File: config.mk
export PLATFORM = sky130hd
export DESIGN_NAME = mpeg_sys_demux
export DESIGN_NICKNAME = d
export VERILOG_FILES = /design/src/mpeg_sys_pkg.sv /design/src/mpeg_sys_demux.sv /design/src/packet_parse.sv /design/src/system_header_parse.sv /design/src/pack_header_parse.sv /design/src/start_code_decode.sv /design/src/bit_deserializer.sv
export SDC_FILE = /design/constraint.sdc
export NUM_CORES = 1
export LEC_CHECK = 0
export BUFFER_PORTS_ARGS = -buffer_cell sky130_fd_sc_hd__buf_2
export CAP_MARGIN = 5
export CORE_MARGIN = 4
export CORE_UTILIZATION = 52
export DETAILED_ROUTE_END_ITERATION = 10
export PLACE_DENSITY = 0.82
export SLEW_MARGIN = 20
export SYNTH_ARGS = -nofsm -noshare
export SYNTH_HDL_FRONTEND = slang
export SYNTH_SLANG_ARGS = --single-unit
File: constraint.sdc
create_clock -name clk -period 8.54 [get_ports clk]
set_clock_uncertainty 0.1 [all_clocks]
set_input_delay 1.708 -clock clk [delete_from_list [all_inputs] [get_ports clk]]
set_output_delay 1.708 -clock clk [all_outputs]
set_load 0.05 [all_outputs]
File: src/mpeg_sys_pkg.sv
// shared layer enum, start-code constants and output record types for the MPEG-1 system demux
`default_nettype none

package mpeg_sys_pkg;

	// decoder layer, selects which parser receives the byte strobes
	typedef enum logic [2:0]
	{
		HUNT,
		PACK,
		SYSTEM,
		PACKET,
		ENDED
	} layer_e;

	localparam logic [7:0] CODE_PACK      = 8'hBA;
	localparam logic [7:0] CODE_SYSTEM    = 8'hBB;
	localparam logic [7:0] CODE_END       = 8'hB9;
	localparam logic [7:0] STREAM_PADDING = 8'hBF; // no STD or time-stamp fields

	typedef struct packed
	{
		logic [32:0] scr;
		logic [21:0] mux_rate;
		logic        marker_err;
	} pack_info_t;

	typedef struct packed
	{
		logic [15:0] header_len;
		logic [21:0] rate_bound;
		logic [5:0]  audio_bound;
		logic        fixed_flag;
		logic        csps_flag;
		logic        audio_lock;
		logic        video_lock;
		logic [4:0]  video_bound;
		logic        marker_err;
	} sys_info_t;

	// one stream-bound entry of the system header
	typedef struct packed
	{
		logic [7:0]  stream_id;
		logic        bound_scale;
		logic [12:0] bound_size;
	} stream_bound_t;

	typedef struct packed
	{
		logic [7:0]  stream_id;
		logic [32:0] pts;
		logic [32:0] dts;
		logic        has_dts;
		logic        std_scale;
		logic [12:0] std_size;
		logic        std_valid; // STD buffer fields were present
	} time_stamp_t;

	typedef struct packed
	{
		logic [7:0] stream_id;
		logic [7:0] data;
		logic       last; // final byte of the packet
	} payload_t;

endpackage

`default_nettype wire
File: src/mpeg_sys_demux.sv
// top level of the MPEG-1 system stream demux, wires the deserializer, decoder and parsers
`timescale 1ns/1ps
`default_nettype none

module mpeg_sys_demux #(
	parameter bit LSB_FIRST = 1'b1
) (
	input  logic                        clk,
	input  logic                        arst_n,
	input  logic                        bit_en,
	input  logic                        bit_in,
	output mpeg_sys_pkg::pack_info_t    pack_info,
	output logic                        pack_valid,
	output mpeg_sys_pkg::sys_info_t     sys_info,
	output logic                        sys_valid,
	output mpeg_sys_pkg::stream_bound_t stream_bound,
	output logic                        bound_valid,
	output mpeg_sys_pkg::time_stamp_t   time_stamp,
	output logic                        ts_valid,
	output mpeg_sys_pkg::payload_t      payload,
	output logic                        payload_valid,
	output logic                        stream_end
);

	logic [7:0] data_byte;
	logic       byte_valid;
	logic       pack_sel;
	logic       sys_sel;
	logic       pkt_sel;
	logic       pack_done;
	logic       sys_done;
	logic       pkt_done;
	logic       pkt_start;
	logic [7:0] pkt_stream_id;

	bit_deserializer #(
		.LSB_FIRST (LSB_FIRST)
	) deser0 (
		.clk        (clk),
		.arst_n     (arst_n),
		.bit_en     (bit_en),
		.bit_in     (bit_in),
		.data_byte  (data_byte),
		.byte_valid (byte_valid)
	);

	start_code_decode decode0 (
		.clk           (clk),
		.arst_n        (arst_n),
		.data_byte     (data_byte),
		.byte_valid    (byte_valid),
		.pack_done     (pack_done),
		.sys_done      (sys_done),
		.pkt_done      (pkt_done),
		.pack_sel      (pack_sel),
		.sys_sel       (sys_sel),
		.pkt_sel       (pkt_sel),
		.pkt_start     (pkt_start),
		.pkt_stream_id (pkt_stream_id),
		.stream_end    (stream_end)
	);

	pack_header_parse pack0 (
		.clk        (clk),
		.arst_n     (arst_n),
		.data_byte  (data_byte),
		.pack_sel   (pack_sel),
		.pack_done  (pack_done),
		.pack_info  (pack_info),
		.pack_valid (pack_valid)
	);

	system_header_parse sys0 (
		.clk          (clk),
		.arst_n       (arst_n),
		.data_byte    (data_byte),
		.sys_sel      (sys_sel),
		.sys_done     (sys_done),
		.sys_info     (sys_info),
		.sys_valid    (sys_valid),
		.stream_bound (stream_bound),
		.bound_valid  (bound_valid)
	);

	packet_parse pkt0 (
		.clk           (clk),
		.arst_n        (arst_n),
		.data_byte     (data_byte),
		.pkt_sel       (pkt_sel),
		.pkt_start     (pkt_start),
		.pkt_stream_id (pkt_stream_id),
		.pkt_done      (pkt_done),
		.time_stamp    (time_stamp),
		.ts_valid      (ts_valid),
		.payload       (payload),
		.payload_valid (payload_valid)
	);

endmodule

`default_nettype wire

File: src/packet_parse.sv
// parses packet length, stuffing, STD fields and time stamps, then emits the payload bytes
`timescale 1ns/1ps
`default_nettype none

module packet_parse (
	input  logic                      clk,
	input  logic                      arst_n,
	input  logic [7:0]                data_byte,
	input  logic                      pkt_sel,
	input  logic                      pkt_start,
	input  logic [7:0]                pkt_stream_id,
	output logic                      pkt_done,
	output mpeg_sys_pkg::time_stamp_t time_stamp,
	output logic                      ts_valid,
	output mpeg_sys_pkg::payload_t    payload,
	output logic                      payload_valid
);

	typedef enum logic [2:0]
	{
		LEN_HI,
		LEN_LO,
		STUFF,
		STD_LO,
		STAMP,
		DATA
	} pkt_state_e;

	pkt_state_e  state_q;
	logic        pad_q;    // padding stream, bytes are dropped
	logic [7:0]  len_hi_q;
	logic [15:0] rem_q;    // bytes left after the length field
	logic [3:0]  st_q;     // next time-stamp byte, 1..9
	logic        body;
	logic        last;
	logic        zero_len;
	logic        stamp_done;
	mpeg_sys_pkg::time_stamp_t ts_q;
	mpeg_sys_pkg::time_stamp_t ts_nxt;

	// places one byte of a 5-byte stamp into the 33-bit value, markers dropped
	function automatic logic [32:0] put_stamp(input logic [32:0] ts, input logic [3:0] pos,
		input logic [7:0] b);
		logic [32:0] r;
		r = ts;
		case (pos)
			4'd0: r[32:30] = b[3:1];
			4'd1: r[29:22] = b;
			4'd2: r[21:15] = b[7:1];
			4'd3: r[14:7] = b;
			default: r[6:0] = b[7:1];
		endcase
		return r;
	endfunction

	assign body       = (state_q != LEN_HI) && (state_q != LEN_LO);
	assign last       = body && (rem_q == 16'd1);
	assign zero_len   = (state_q == LEN_LO) && ({len_hi_q, data_byte} == 16'd0);
	assign stamp_done = (state_q == STAMP) && (st_q == (ts_q.has_dts ? 4'd9 : 4'd4));

	always_comb
	begin
		ts_nxt = ts_q;
		if (st_q < 4'd5)
			ts_nxt.pts = put_stamp(ts_q.pts, st_q, data_byte);
		else
			ts_nxt.dts = put_stamp(ts_q.dts, st_q - 4'd5, data_byte);
	end

	always_ff @(posedge clk or negedge arst_n)
	begin
		if (!arst_n)
		begin
			state_q       <= LEN_HI;
			pad_q         <= 1'b0;
			rem_q         <= '0;
			st_q          <= '0;
			ts_valid      <= 1'b0;
			payload_valid <= 1'b0;
			pkt_done      <= 1'b0;
		end
		else
		begin
			ts_valid      <= pkt_sel && stamp_done;
			payload_valid <= pkt_sel && (state_q == DATA) && !pad_q;
			pkt_done      <= pkt_sel && (last || zero_len);
			if (pkt_start)
			begin
				state_q <= LEN_HI;
				pad_q   <= (pkt_stream_id == mpeg_sys_pkg::STREAM_PADDING);
			end
			else if (pkt_sel)
			begin
				if (body)
					rem_q <= rem_q - 16'd1;
				if (last || zero_len)
					state_q <= LEN_HI;
				else
				begin
					case (state_q)
						LEN_HI: state_q <= LEN_LO;
						LEN_LO:
						begin
							rem_q   <= {len_hi_q, data_byte};
							state_q <= pad_q ? DATA : STUFF;
						end
						STUFF:
						begin
							if (data_byte[7:6] == 2'b01)
								state_q <= STD_LO;
							else if (data_byte[7:5] == 3'b001) // 0010 pts, 0011 pts+dts
							begin
								st_q    <= 4'd1;
								state_q <= STAMP;
							end
							else if (data_byte != 8'hFF)
								state_q <= DATA; // 0F, no stamps
						end
						STD_LO: state_q <= STUFF;
						STAMP:
						begin
							st_q <= st_q + 4'd1;
							if (stamp_done)
								state_q <= DATA;
						end
						default: state_q <= DATA;
					endcase
				end
			end
		end
	end

	always_ff @(posedge clk)
	begin
		if (pkt_start)
		begin
			ts_q.stream_id <= pkt_stream_id;
			ts_q.has_dts   <= 1'b0;
			ts_q.std_valid <= 1'b0;
		end
		else if (pkt_sel)
		begin
			case (state_q)
				LEN_HI: len_hi_q <= data_byte;
				STUFF:
				begin
					if (data_byte[7:6] == 2'b01)
					begin
						ts_q.std_scale      <= data_byte[5];
						ts_q.std_size[12:8] <= data_byte[4:0];
					end
					else if (data_byte[7:5] == 3'b001)
					begin
						ts_q.pts[32:30] <= data_byte[3:1];
						ts_q.has_dts    <= data_byte[4];
					end
				end
				STD_LO:
				begin
					ts_q.std_size[7:0] <= data_byte;
					ts_q.std_valid     <= 1'b1;
				end
				STAMP:
				begin
					ts_q <= ts_nxt;
					if (stamp_done)
						time_stamp <= ts_nxt;
				end
				DATA:
				begin
					if (!pad_q)
						payload <= '{stream_id: ts_q.stream_id, data: data_byte, last: last};
				end
				default: ;
			endcase
		end
	end

endmodule

`default_nettype wire

File: src/system_header_parse.sv
// parses the system header fixed fields and emits one record per stream-bound entry
`timescale 1ns/1ps
`default_nettype none

module system_header_parse (
	input  logic                        clk,
	input  logic                        arst_n,
	input  logic [7:0]                  data_byte,
	input  logic                        sys_sel,
	output logic                        sys_done,
	output mpeg_sys_pkg::sys_info_t     sys_info,
	output logic                        sys_valid,
	output mpeg_sys_pkg::stream_bound_t stream_bound,
	output logic                        bound_valid
);

	logic [3:0]  idx_q;  // 0..7 fixed part, 8 in the entry list
	logic [1:0]  ent_q;  // byte within an entry
	logic        skip_q; // list ended early, drain the rest
	logic [15:0] rem_q;  // header bytes still to come
	logic        last;
	logic        zero_len;
	logic        entries;
	mpeg_sys_pkg::sys_info_t     info_q;
	mpeg_sys_pkg::stream_bound_t bound_q;

	assign entries  = (idx_q == 4'd8);
	assign last     = (idx_q >= 4'd2) && (rem_q == 16'd1);
	assign zero_len = (idx_q == 4'd1) && ({info_q.header_len[15:8], data_byte} == 16'd0);

	always_ff @(posedge clk or negedge arst_n)
	begin
		if (!arst_n)
		begin
			idx_q       <= '0;
			ent_q       <= '0;
			skip_q      <= 1'b0;
			rem_q       <= '0;
			sys_valid   <= 1'b0;
			sys_done    <= 1'b0;
			bound_valid <= 1'b0;
		end
		else
		begin
			sys_valid   <= sys_sel && (idx_q == 4'd7);
			bound_valid <= sys_sel && entries && !skip_q && (ent_q == 2'd2);
			sys_done    <= sys_sel && (last || zero_len);
			if (sys_sel)
			begin
				if (last || zero_len)
				begin
					idx_q  <= '0;
					ent_q  <= '0;
					skip_q <= 1'b0;
				end
				else
				begin
					if (!entries)
						idx_q <= idx_q + 4'd1;
					if (idx_q == 4'd1)
						rem_q <= {info_q.header_len[15:8], data_byte};
					else if (idx_q != 4'd0)
						rem_q <= rem_q - 16'd1;
					if (entries && !skip_q)
					begin
						if ((ent_q == 2'd0) && !data_byte[7])
							skip_q <= 1'b1; // not a stream id
						else
							ent_q <= (ent_q == 2'd2) ? 2'd0 : ent_q + 2'd1;
					end
				end
			end
		end
	end

	always_ff @(posedge clk)
	begin
		if (sys_sel)
		begin
			case (idx_q)
				4'd0: info_q.header_len[15:8] <= data_byte;
				4'd1: info_q.header_len[7:0] <= data_byte;
				4'd2:
				begin
					info_q.rate_bound[21:15] <= data_byte[6:0];
					info_q.marker_err        <= !data_byte[7];
				end
				4'd3: info_q.rate_bound[14:7] <= data_byte;
				4'd4:
				begin
					info_q.rate_bound[6:0] <= data_byte[7:1];
					info_q.marker_err      <= info_q.marker_err || !data_byte[0];
				end
				4'd5:
				begin
					info_q.audio_bound <= data_byte[7:2];
					info_q.fixed_flag  <= data_byte[1];
					info_q.csps_flag   <= data_byte[0];
				end
				4'd6:
				begin
					info_q.audio_lock  <= data_byte[7];
					info_q.video_lock  <= data_byte[6];
					info_q.marker_err  <= info_q.marker_err || !data_byte[5];
					info_q.video_bound <= data_byte[4:0];
				end
				4'd7: sys_info <= info_q; // reserved byte, fields complete
				default:
				begin
					if (!skip_q)
					begin
						case (ent_q)
							2'd0: bound_q.stream_id <= data_byte;
							2'd1:
							begin
								bound_q.bound_scale      <= data_byte[5];
								bound_q.bound_size[12:8] <= data_byte[4:0];
							end
							default:
							begin
								stream_bound.stream_id   <= bound_q.stream_id;
								stream_bound.bound_scale <= bound_q.bound_scale;
								stream_bound.bound_size  <= {bound_q.bound_size[12:8], data_byte};
							end
						endcase
					end
				end
			endcase
		end
	end

endmodule

`default_nettype wire

File: src/pack_header_parse.sv
// parses the eight pack header bytes into SCR and mux rate and checks the marker bits
`timescale 1ns/1ps
`default_nettype none

module pack_header_parse (
	input  logic                     clk,
	input  logic                     arst_n,
	input  logic [7:0]               data_byte,
	input  logic                     pack_sel,
	output logic                     pack_done,
	output mpeg_sys_pkg::pack_info_t pack_info,
	output logic                     pack_valid
);

	logic [2:0]  cnt_q; // byte index within the header
	logic [32:0] scr_q;
	logic [21:7] mux_q; // low seven bits come with the last byte
	logic        err_q;
	logic        last;

	assign last = pack_sel && (cnt_q == 3'd7);

	always_ff @(posedge clk or negedge arst_n)
	begin
		if (!arst_n)
		begin
			cnt_q      <= '0;
			pack_valid <= 1'b0;
			pack_done  <= 1'b0;
		end
		else
		begin
			pack_valid <= last;
			pack_done  <= last;
			if (pack_sel)
				cnt_q <= cnt_q + 3'd1; // wraps to 0 after byte 8
		end
	end

	always_ff @(posedge clk)
	begin
		if (pack_sel)
		begin
			case (cnt_q)
				3'd0:
				begin
					scr_q[32:30] <= data_byte[3:1];
					err_q        <= (data_byte[7:4] != 4'b0010) || !data_byte[0];
				end
				3'd1: scr_q[29:22] <= data_byte;
				3'd2:
				begin
					scr_q[21:15] <= data_byte[7:1];
					err_q        <= err_q || !data_byte[0];
				end
				3'd3: scr_q[14:7] <= data_byte;
				3'd4:
				begin
					scr_q[6:0] <= data_byte[7:1];
					err_q      <= err_q || !data_byte[0];
				end
				3'd5:
				begin
					mux_q[21:15] <= data_byte[6:0];
					err_q        <= err_q || !data_byte[7]; // leading marker
				end
				3'd6: mux_q[14:7] <= data_byte;
				default:
				begin
					pack_info.scr        <= scr_q;
					pack_info.mux_rate   <= {mux_q, data_byte[7:1]};
					pack_info.marker_err <= err_q || !data_byte[0];
				end
			endcase
		end
	end

endmodule

`default_nettype wire

File: src/start_code_decode.sv
// hunts for 00 00 01 start codes, classifies the code byte and routes later bytes to one parser
`timescale 1ns/1ps
`default_nettype none

module start_code_decode (
	input  logic       clk,
	input  logic       arst_n,
	input  logic [7:0] data_byte,
	input  logic       byte_valid,
	input  logic       pack_done,
	input  logic       sys_done,
	input  logic       pkt_done,
	output logic       pack_sel,
	output logic       sys_sel,
	output logic       pkt_sel,
	output logic       pkt_start,
	output logic [7:0] pkt_stream_id,
	output logic       stream_end
);

	mpeg_sys_pkg::layer_e layer_q;
	logic [1:0] zeros_q;  // run of zero bytes, saturates at 2
	logic       prefix_q; // full prefix seen, next byte is the code
	logic       layer_done;
	logic       code_strobe;

	assign layer_done  = pack_done | sys_done | pkt_done;
	assign code_strobe = byte_valid && (layer_q == mpeg_sys_pkg::HUNT) && prefix_q;

	assign pack_sel = byte_valid && (layer_q == mpeg_sys_pkg::PACK);
	assign sys_sel  = byte_valid && (layer_q == mpeg_sys_pkg::SYSTEM);
	assign pkt_sel  = byte_valid && (layer_q == mpeg_sys_pkg::PACKET);

	always_ff @(posedge clk or negedge arst_n)
	begin
		if (!arst_n)
		begin
			layer_q    <= mpeg_sys_pkg::HUNT;
			zeros_q    <= '0;
			prefix_q   <= 1'b0;
			pkt_start  <= 1'b0;
			stream_end <= 1'b0;
		end
		else
		begin
			pkt_start  <= 1'b0;
			stream_end <= 1'b0;
			if (layer_done)
			begin
				layer_q  <= mpeg_sys_pkg::HUNT; // parser finished, forget old prefix bytes
				zeros_q  <= '0;
				prefix_q <= 1'b0;
			end
			else if (code_strobe)
			begin
				prefix_q <= 1'b0;
				zeros_q  <= (data_byte == 8'h00) ? 2'd1 : 2'd0;
				if (data_byte == mpeg_sys_pkg::CODE_PACK)
					layer_q <= mpeg_sys_pkg::PACK;
				else if (data_byte == mpeg_sys_pkg::CODE_SYSTEM)
					layer_q <= mpeg_sys_pkg::SYSTEM;
				else if (data_byte == mpeg_sys_pkg::CODE_END)
				begin
					layer_q    <= mpeg_sys_pkg::ENDED; // held until reset
					stream_end <= 1'b1;
				end
				else if (data_byte >= 8'hBC) // stream ids BC..FF
				begin
					layer_q   <= mpeg_sys_pkg::PACKET;
					pkt_start <= 1'b1;
				end
			end
			else if (byte_valid && (layer_q == mpeg_sys_pkg::HUNT))
			begin
				if (data_byte == 8'h00)
				begin
					if (zeros_q != 2'd2)
						zeros_q <= zeros_q + 2'd1;
				end
				else if ((data_byte == 8'h01) && (zeros_q == 2'd2))
				begin
					prefix_q <= 1'b1;
					zeros_q  <= '0;
				end
				else
					zeros_q <= '0;
			end
		end
	end

	always_ff @(posedge clk)
	begin
		if (code_strobe)
			pkt_stream_id <= data_byte;
	end

endmodule

`default_nettype wire

File: src/bit_deserializer.sv
// packs the enabled serial input bits into bytes and strobes each completed byte
`timescale 1ns/1ps
`default_nettype none

module bit_deserializer #(
	parameter bit LSB_FIRST = 1'b1
) (
	input  logic       clk,
	input  logic       arst_n,
	input  logic       bit_en,
	input  logic       bit_in,
	output logic [7:0] data_byte,
	output logic       byte_valid
);

	logic [7:0] shift_q;
	logic [2:0] cnt_q; // bits taken in the current byte

	always_ff @(posedge clk or negedge arst_n)
	begin
		if (!arst_n)
		begin
			cnt_q      <= '0;
			byte_valid <= 1'b0;
		end
		else
		begin
			byte_valid <= bit_en && (cnt_q == 3'd7); // eighth bit just taken
			if (bit_en)
				cnt_q <= cnt_q + 3'd1;
		end
	end

	always_ff @(posedge clk)
	begin
		if (bit_en)
		begin
			if (LSB_FIRST)
				shift_q <= {bit_in, shift_q[7:1]};
			else
				shift_q <= {shift_q[6:0], bit_in};
		end
	end

	assign data_byte = shift_q; // holds through the byte_valid cycle

endmodule

`default_nettype wire

Word-level counts from Yosys, hierarchy flattened
Cells that the tools add are included.

word-level totals
  bits in registers = 539
  input bits = 4
  word-level logic and storage cells = 340

cells by class
  $add $sub $neg = 9
  $lt $le $gt $ge = 3
  equal/unequal tests = 55
  multiplexer cells = 73
  bitwise operators = 11
  reductions and logical operators = 106

operator list
  cell                                                 number
  2-to-1 mux 16 bit                                    5
  2-to-1 mux 33 bit                                    2
  2-to-1 mux 3 bit                                     18
  AND reduction 2 bit                                  23
  2-to-1 mux 8 bit                                     5
  == test 16 x 1 -> 1 bit (second input constant)      2
  == test 8 bit (second input constant)                4
  logical NOT 16 bit                                   2
  subtractor 16 x 1 -> 16 bit (second input constant)  2
  2-to-1 mux 7 bit                                     4
  AND reduction 4 bit                                  7
  logical AND 1 bit                                    25
  == test 4 x 2 -> 1 bit (second input constant)       6
  AND reduction 3 bit                                  8
  == test 3 bit (second input constant)                7
  2-to-1 mux 1 bit                                     20
  2-to-1 mux 4 bit                                     5
  == test 3 x 2 -> 1 bit (second input constant)       6
  2-to-1 mux 2 bit                                     9
  == test 4 x 3 -> 1 bit (second input constant)       4
  case mux 3 bit (5 select lines)                      1
  nonzero test 3 bit                                   5
  == test 3 x 1 -> 1 bit (second input constant)       4
  == test 4 x 1 -> 1 bit (second input constant)       3
  other kinds (39)                                     80

Depth between registers and ports, before layout
  depth after elaboration = 8
  mapped depth = 9

By module
A second synthesis with hierarchy kept.

second synthesis, totals
  cells, all modules = 1142
  area total of the unflattened synthesis = 19815.3 um2

by module, submodules not included
  module               times used  cells each  area an instance (um2)  sequential area each (um2)
  packet_parse         1           550         8991.1                  6811.5
  system_header_parse  1           360         6152.2                  4974.8
  pack_header_parse    1           150         3528.4                  3253.1
  start_code_decode    1           64          739.5                   440.4
  bit_deserializer     1           18          404.1                   340.3

Least setup slack after synthesis
Ideal clock, no wire load.

  path kind = register -> register
  from = reg decode0.layer_q[0]
  to = reg, netlist name pkt0.time_stamp[0]
  setup time = 649 ps
  arrival = 7502 ps
  data required time = 7791 ps
  setup slack = 289 ps
  cell stages (with the launch flop) = 7
  clock period less this slack = 8251 ps
  cell sequence = dfrtp_1 -> clkbuf_1 -> nand4b_1 -> nand2b_1 -> clkbuf_1 -> clkbuf_1 -> nor3_1

between the ends
  longest elaborated chain between the ends = 3

RTL lines
  what                           RTL line                 RTL
  start, declared                start_code_decode.sv:21  mpeg_sys_pkg::layer_e layer_q;
  start signal, assigned         start_code_decode.sv:38  layer_q <= mpeg_sys_pkg::HUNT;
  start signal, assigned         start_code_decode.sv:50  layer_q <= mpeg_sys_pkg::HUNT;
  start signal, assigned         start_code_decode.sv:59  layer_q <= mpeg_sys_pkg::PACK;
  == test 3 x 2 -> 1 bit         start_code_decode.sv:32  assign pkt_sel = byte_valid && (layer_q == mpeg_sys_pkg::PACKET);
  logical AND 1 bit              start_code_decode.sv:32
  AND reduction 4 bit (no line)  n/a

Every way passes these cells.
A chain may end at the register's enable or synchronous reset.

Final worst setup path
  from = reg sys0.idx_q[1]
  to = reg sys0.rem_q[14]

between the ends
  longest elaborated chain between the ends = 5

RTL lines
  what                                                                    RTL line                                                                         RTL
  start, declared                                                         system_header_parse.sv:17                                                        logic [3:0] idx_q;
  start signal, assigned                                                  system_header_parse.sv:59                                                        idx_q <= idx_q + 4'd1;
  >= comparator 4 x 2 -> 1 bit or == test 4 x 1 -> 1 bit (tied branches)  system_header_parse.sv:28, system_header_parse.sv:29, system_header_parse.sv:60
  logical AND 1 bit, on equally long branches                             system_header_parse.sv:28, system_header_parse.sv:29
  logical OR 1 bit                                                        system_header_parse.sv:50                                                        if (last || zero_len)
  inverter 1 bit (no line)                                                n/a
  AND reduction 3 bit (no line)                                           n/a
  end signal, assigned                                                    system_header_parse.sv:61                                                        rem_q <= {info_q.header_len[15:8], data_byte};
  end signal, assigned                                                    system_header_parse.sv:63                                                        rem_q <= rem_q - 16'd1;
  end, declared                                                           system_header_parse.sv:20                                                        logic [15:0] rem_q;

Several ways; a longest one is shown, not always the timed one.

==> impl_metrics.py <==
metrics = {
    "outcome": {
        "status": "completed",
    },
    "power_and_ir_drop": {
        "switchingPower_uw": 1030,
        "vdd_drop_max_v": 0.000201,
        "p_sw_share_pct": 19.9,
        "intPower_uw": 4140,
        "p_seq_share_pct": 55.4,
        "power_frac_clock_pct": 43.0,
        "power.density_mw_per_mm2": 222,
        "p_leak_uw": 0.00777,
        "pwr-share-comb_pct": 1.6,
    },
    "clock_tree": {
        "postCtsSetupRepairBufs": 0,
        "clk_pin_slew_ps": 70,
        "clock_latency_ps": 590,
        "clock-root-buffer": "clkbuf_16",
        "hold_buffers": 0,
        "clockBufferDepth": 3,
        "htreeDepth": 2,
        "cts_resized": 0,
        "cts_tree": "yes",
        "clock_sinks": 539,
        "numCtsBuffers": 51,
    },
    "place": {
        "dpl-instance-area_mm2": 0.0216,
        "place.detailed.instances": 1862,
        "numPortBuffers": 248,
        "gp_congestion": 0.851,
        "dp_hpwl_mm": 25.1,
    },
    "finish": {
        "fin_nets": 1432,
        "fillers": 2618,
        "syn_to_final_growth_pct": 17.7,
        "drive_above_1_share_pct": 30.3,
        "n_antenna_cell": 0,
        "final_area_mm2": 0.0232,
        "fin_cells": 1956,
    },
    "timing": {
        "fin_crit_sh_pct": 37.4,
        "final.setup.tns_ps": 0,
        "tightest_slew_ps": 1140,
        "period_needed_ps": 3200,
        "fmax_mhz": 313,
        "slew_headroom_pct": 23.7,
        "hold_ws_ps": 312,
        "hold_viol_final": 0,
        "rsz0062_at_grt": "false",
        "slew_violations": 0,
        "setup_viol": 0,
    },
    "yosys": {
        "syn_nets": 1160,
        "synth_top_family_by_area": "simple AND/OR/NAND/NOR gates",
        "synth_cell_types": 72,
        "yosys.area_share.adder_pct": 1.52,
        "avgSynthCellArea_um2": 17.4,
        "yosys_warnings": 0,
        "synthCells": 1132,
        "synth_seq_cells": 539,
        "synth-compound-area-share_pct": 5.52,
        "synthMuxAreaShare_pct": 3.98,
        "async_flop_share_pct": 12.8,
        "synth-edff-count": 468,
        "synthXorXnorAreaFrac_pct": 0.133,
        "synth_simple_gate_area_share_pct": 7.13,
        "yosysSeqAreaShare_pct": 80.2,
        "ys.flop_type": "edfxtp_1",
        "syn_area_mm2": 0.0197,
    },
    "grt": {
        "grt_first_pass_wirelength_mm": 63.3,
        "grt_max_degree": 70,
        "gr-total-overflow": 0,
        "grt_usage_pct": 19.8,
        "grt_pass1_vias": 10900,
        "antenna_found_initial": 0,
    },
    "die": {
        "coreArea_mm2": 0.0376,
        "die_w_um": 203,
        "io_pins": 249,
        "start_util_pct": 52.5,
        "die_area_mm2": 0.0411,
        "row_count": 71,
        "fp.dieH_um": 203,
    },
    "drt": {
        "routed_wl_mm": 41.6,
        "drc": 0,
        "postRouteAntennaNets": 0,
        "vias": 11100,
        "wire_per_inst_um": 21.2,
        "first_pass_iters": 5,
        "viasPerCell": 5.65,
        "initialDrtViolationCount": 1053,
    },
    "setup_path": {
        "start_kind": "flip-flop",
        "crit_required_ps": 8880,
        "critPathMaxFanout": 24,
        "crit_type": "flip-flop to flip-flop",
        "critPathCaptureType": "flip-flop",
        "arrival_ps": 3540,
    },
    "job": {
        "maxCapViolations": 0,
    },
    "min_path": {
        "hp-class": "flip-flop to flip-flop",
    },
}
==> registers in the layout, summed over array words and instances (netlist names), 22 cells and up <==
signal	count
pkt0.ts_q	66
sys0.stream_bound	22
sys0.info_q	54
pkt0.ts_nxt	24
sys0.sys_info	54
pack0.pack_info	56
pack0.scr_q	33
pkt0.time_stamp	90
==> metal layers <==
metal	up-vias	wire [um]	global-route usage, %
li1	4928	-	-
met1	5478	16500	26.5
met2	587	19800	31.7
met3	67	4250	5.80
met4	0	990	6.16
met5	-	0	0
==> Yosys cell counts (all sizes together), types with 7 or more instances <==
| cell | n | area, um^2 |
|---|---|---|
| a21oi | 43 | 219 |
| a22oi | 10 | 75.1 |
| a31oi | 11 | 68.8 |
| and2 | 14 | 87.6 |
| and3 | 10 | 62.6 |
| clkbuf | 45 | 169 |
| dfrtp | 69 | 1730 |
| edfxtp | 468 | 14100 |
| ha | 24 | 300 |
| inv | 28 | 105 |
| mux2 | 68 | 766 |
| nand2 | 44 | 165 |
| nand2b | 8 | 50.1 |
| nand3 | 20 | 100 |
| nor2 | 40 | 150 |
| nor3 | 35 | 175 |
| nor4 | 14 | 87.6 |
| nor4b | 7 | 82.6 |
| o21ai | 52 | 264 |
| o22ai | 8 | 50.1 |
| o2bb2ai | 12 | 105 |
| or3 | 9 | 56.3 |
| or4 | 10 | 78.8 |
==> worst max-delay path, stage by stage, from the launching register on <==
cell	delay, ps
dfrtp_1	410
inv_1	100
ha_1	220
or3b_2	470
nor2_1	160
a32oi_1	790
buf_4	300
and2_0	370
a21oi_1	120
==> kinds of logic (layout without fill, tap and decap cells) <==
kind of cell | count (synthesis) | count (layout)
compound gates | 171 | 171
flops | 539 | 539
xor+xnor | 3 | 3
fa+ha+maj | 24 | 24
mux | 70 | 70
simple gates | 249 | 249
buf+inv | 76 | 389
==> power by group through the flow <==
stage	sequential, uW	combinational, uW	clock (uW)
3_3_place_gp	2920	82.1	0
2_1_floorplan	2920	39.3	0
6_report	2860	85.0	2220
3_5_place_dp	2920	84.5	0
4_1_cts	2860	86.4	2270
5_1_grt	2860	95.0	2380
==> final timing paths <==
check,slack [ps],from,endpoint,cells past startpoint
setup / recovery,5340,sys0.idx_q[1]$_DFFE_PN0P_,sys0.rem_q[14]$_DFFE_PN0P_,8
hold / removal,310,sys0.info_q[43]$_DFFE_PP_,sys0.sys_info[43]$_DFFE_PP_,0
setup reg to reg,5340,sys0.idx_q[1]$_DFFE_PN0P_,sys0.rem_q[14]$_DFFE_PN0P_,8
hold reg to reg,310,sys0.info_q[43]$_DFFE_PP_,sys0.sys_info[43]$_DFFE_PP_,0
max in group asynchronous,6570,arst_n,decode0.pkt_start$_DFF_PN0_,1
min in group asynchronous,1150,arst_n,sys0.rem_q[5]$_DFFE_PN0P_,1
==> through the flow <==
stage               utilization (%)  worst slack [ps]  power, uW
finish                         61.8              5340       5170
floorplan                         -               289       2960
CTS                            61.8              5380       5210
detailed placement             57.4              5440       3000
global route                   61.8              5130       5330
global placement               57.4              5570       3000
==> final cells by class <==
type                    instances  area, um^2  share of cell area (%)
multi-input cells             517        3630                    15.6
clock inverters                36         349                    1.50
repair buffers                267        1390                    5.97
inverters                      28         105                   0.452
clock buffers                  58        1300                    5.61
flip-flops and latches        539       15800                    68.1
well taps                     511         639                    2.75
==> layout by cell type (no fill, tap or decap), types with 4 or more instances in the layout <==
master,n
a21oi_1,42
a22oi_1,10
a2bb2oi_1,6
a31oi_1,11
and2_1,12
and3_1,10
buf_2,247
buf_4,20
bufinv_16,5
clkbuf_1,7
clkbuf_16,51
clkinv_1,9
clkinv_2,10
clkinv_4,4
dfrtp_1,69
edfxtp_1,468
ha_1,24
inv_1,28
inv_6,6
mux2_2,68
nand2_1,44
nand2b_1,8
nand3_1,20
nand4_1,5
nor2_1,38
nor2b_1,5
nor3_1,34
nor3b_1,4
nor4_1,14
nor4b_1,4
o21ai_0,49
o22ai_1,8
o2bb2ai_1,12
or2_2,4
or3_1,9
or3b_2,5
or4_1,9
Note: power is estimated with default switching activity, not from simulation.
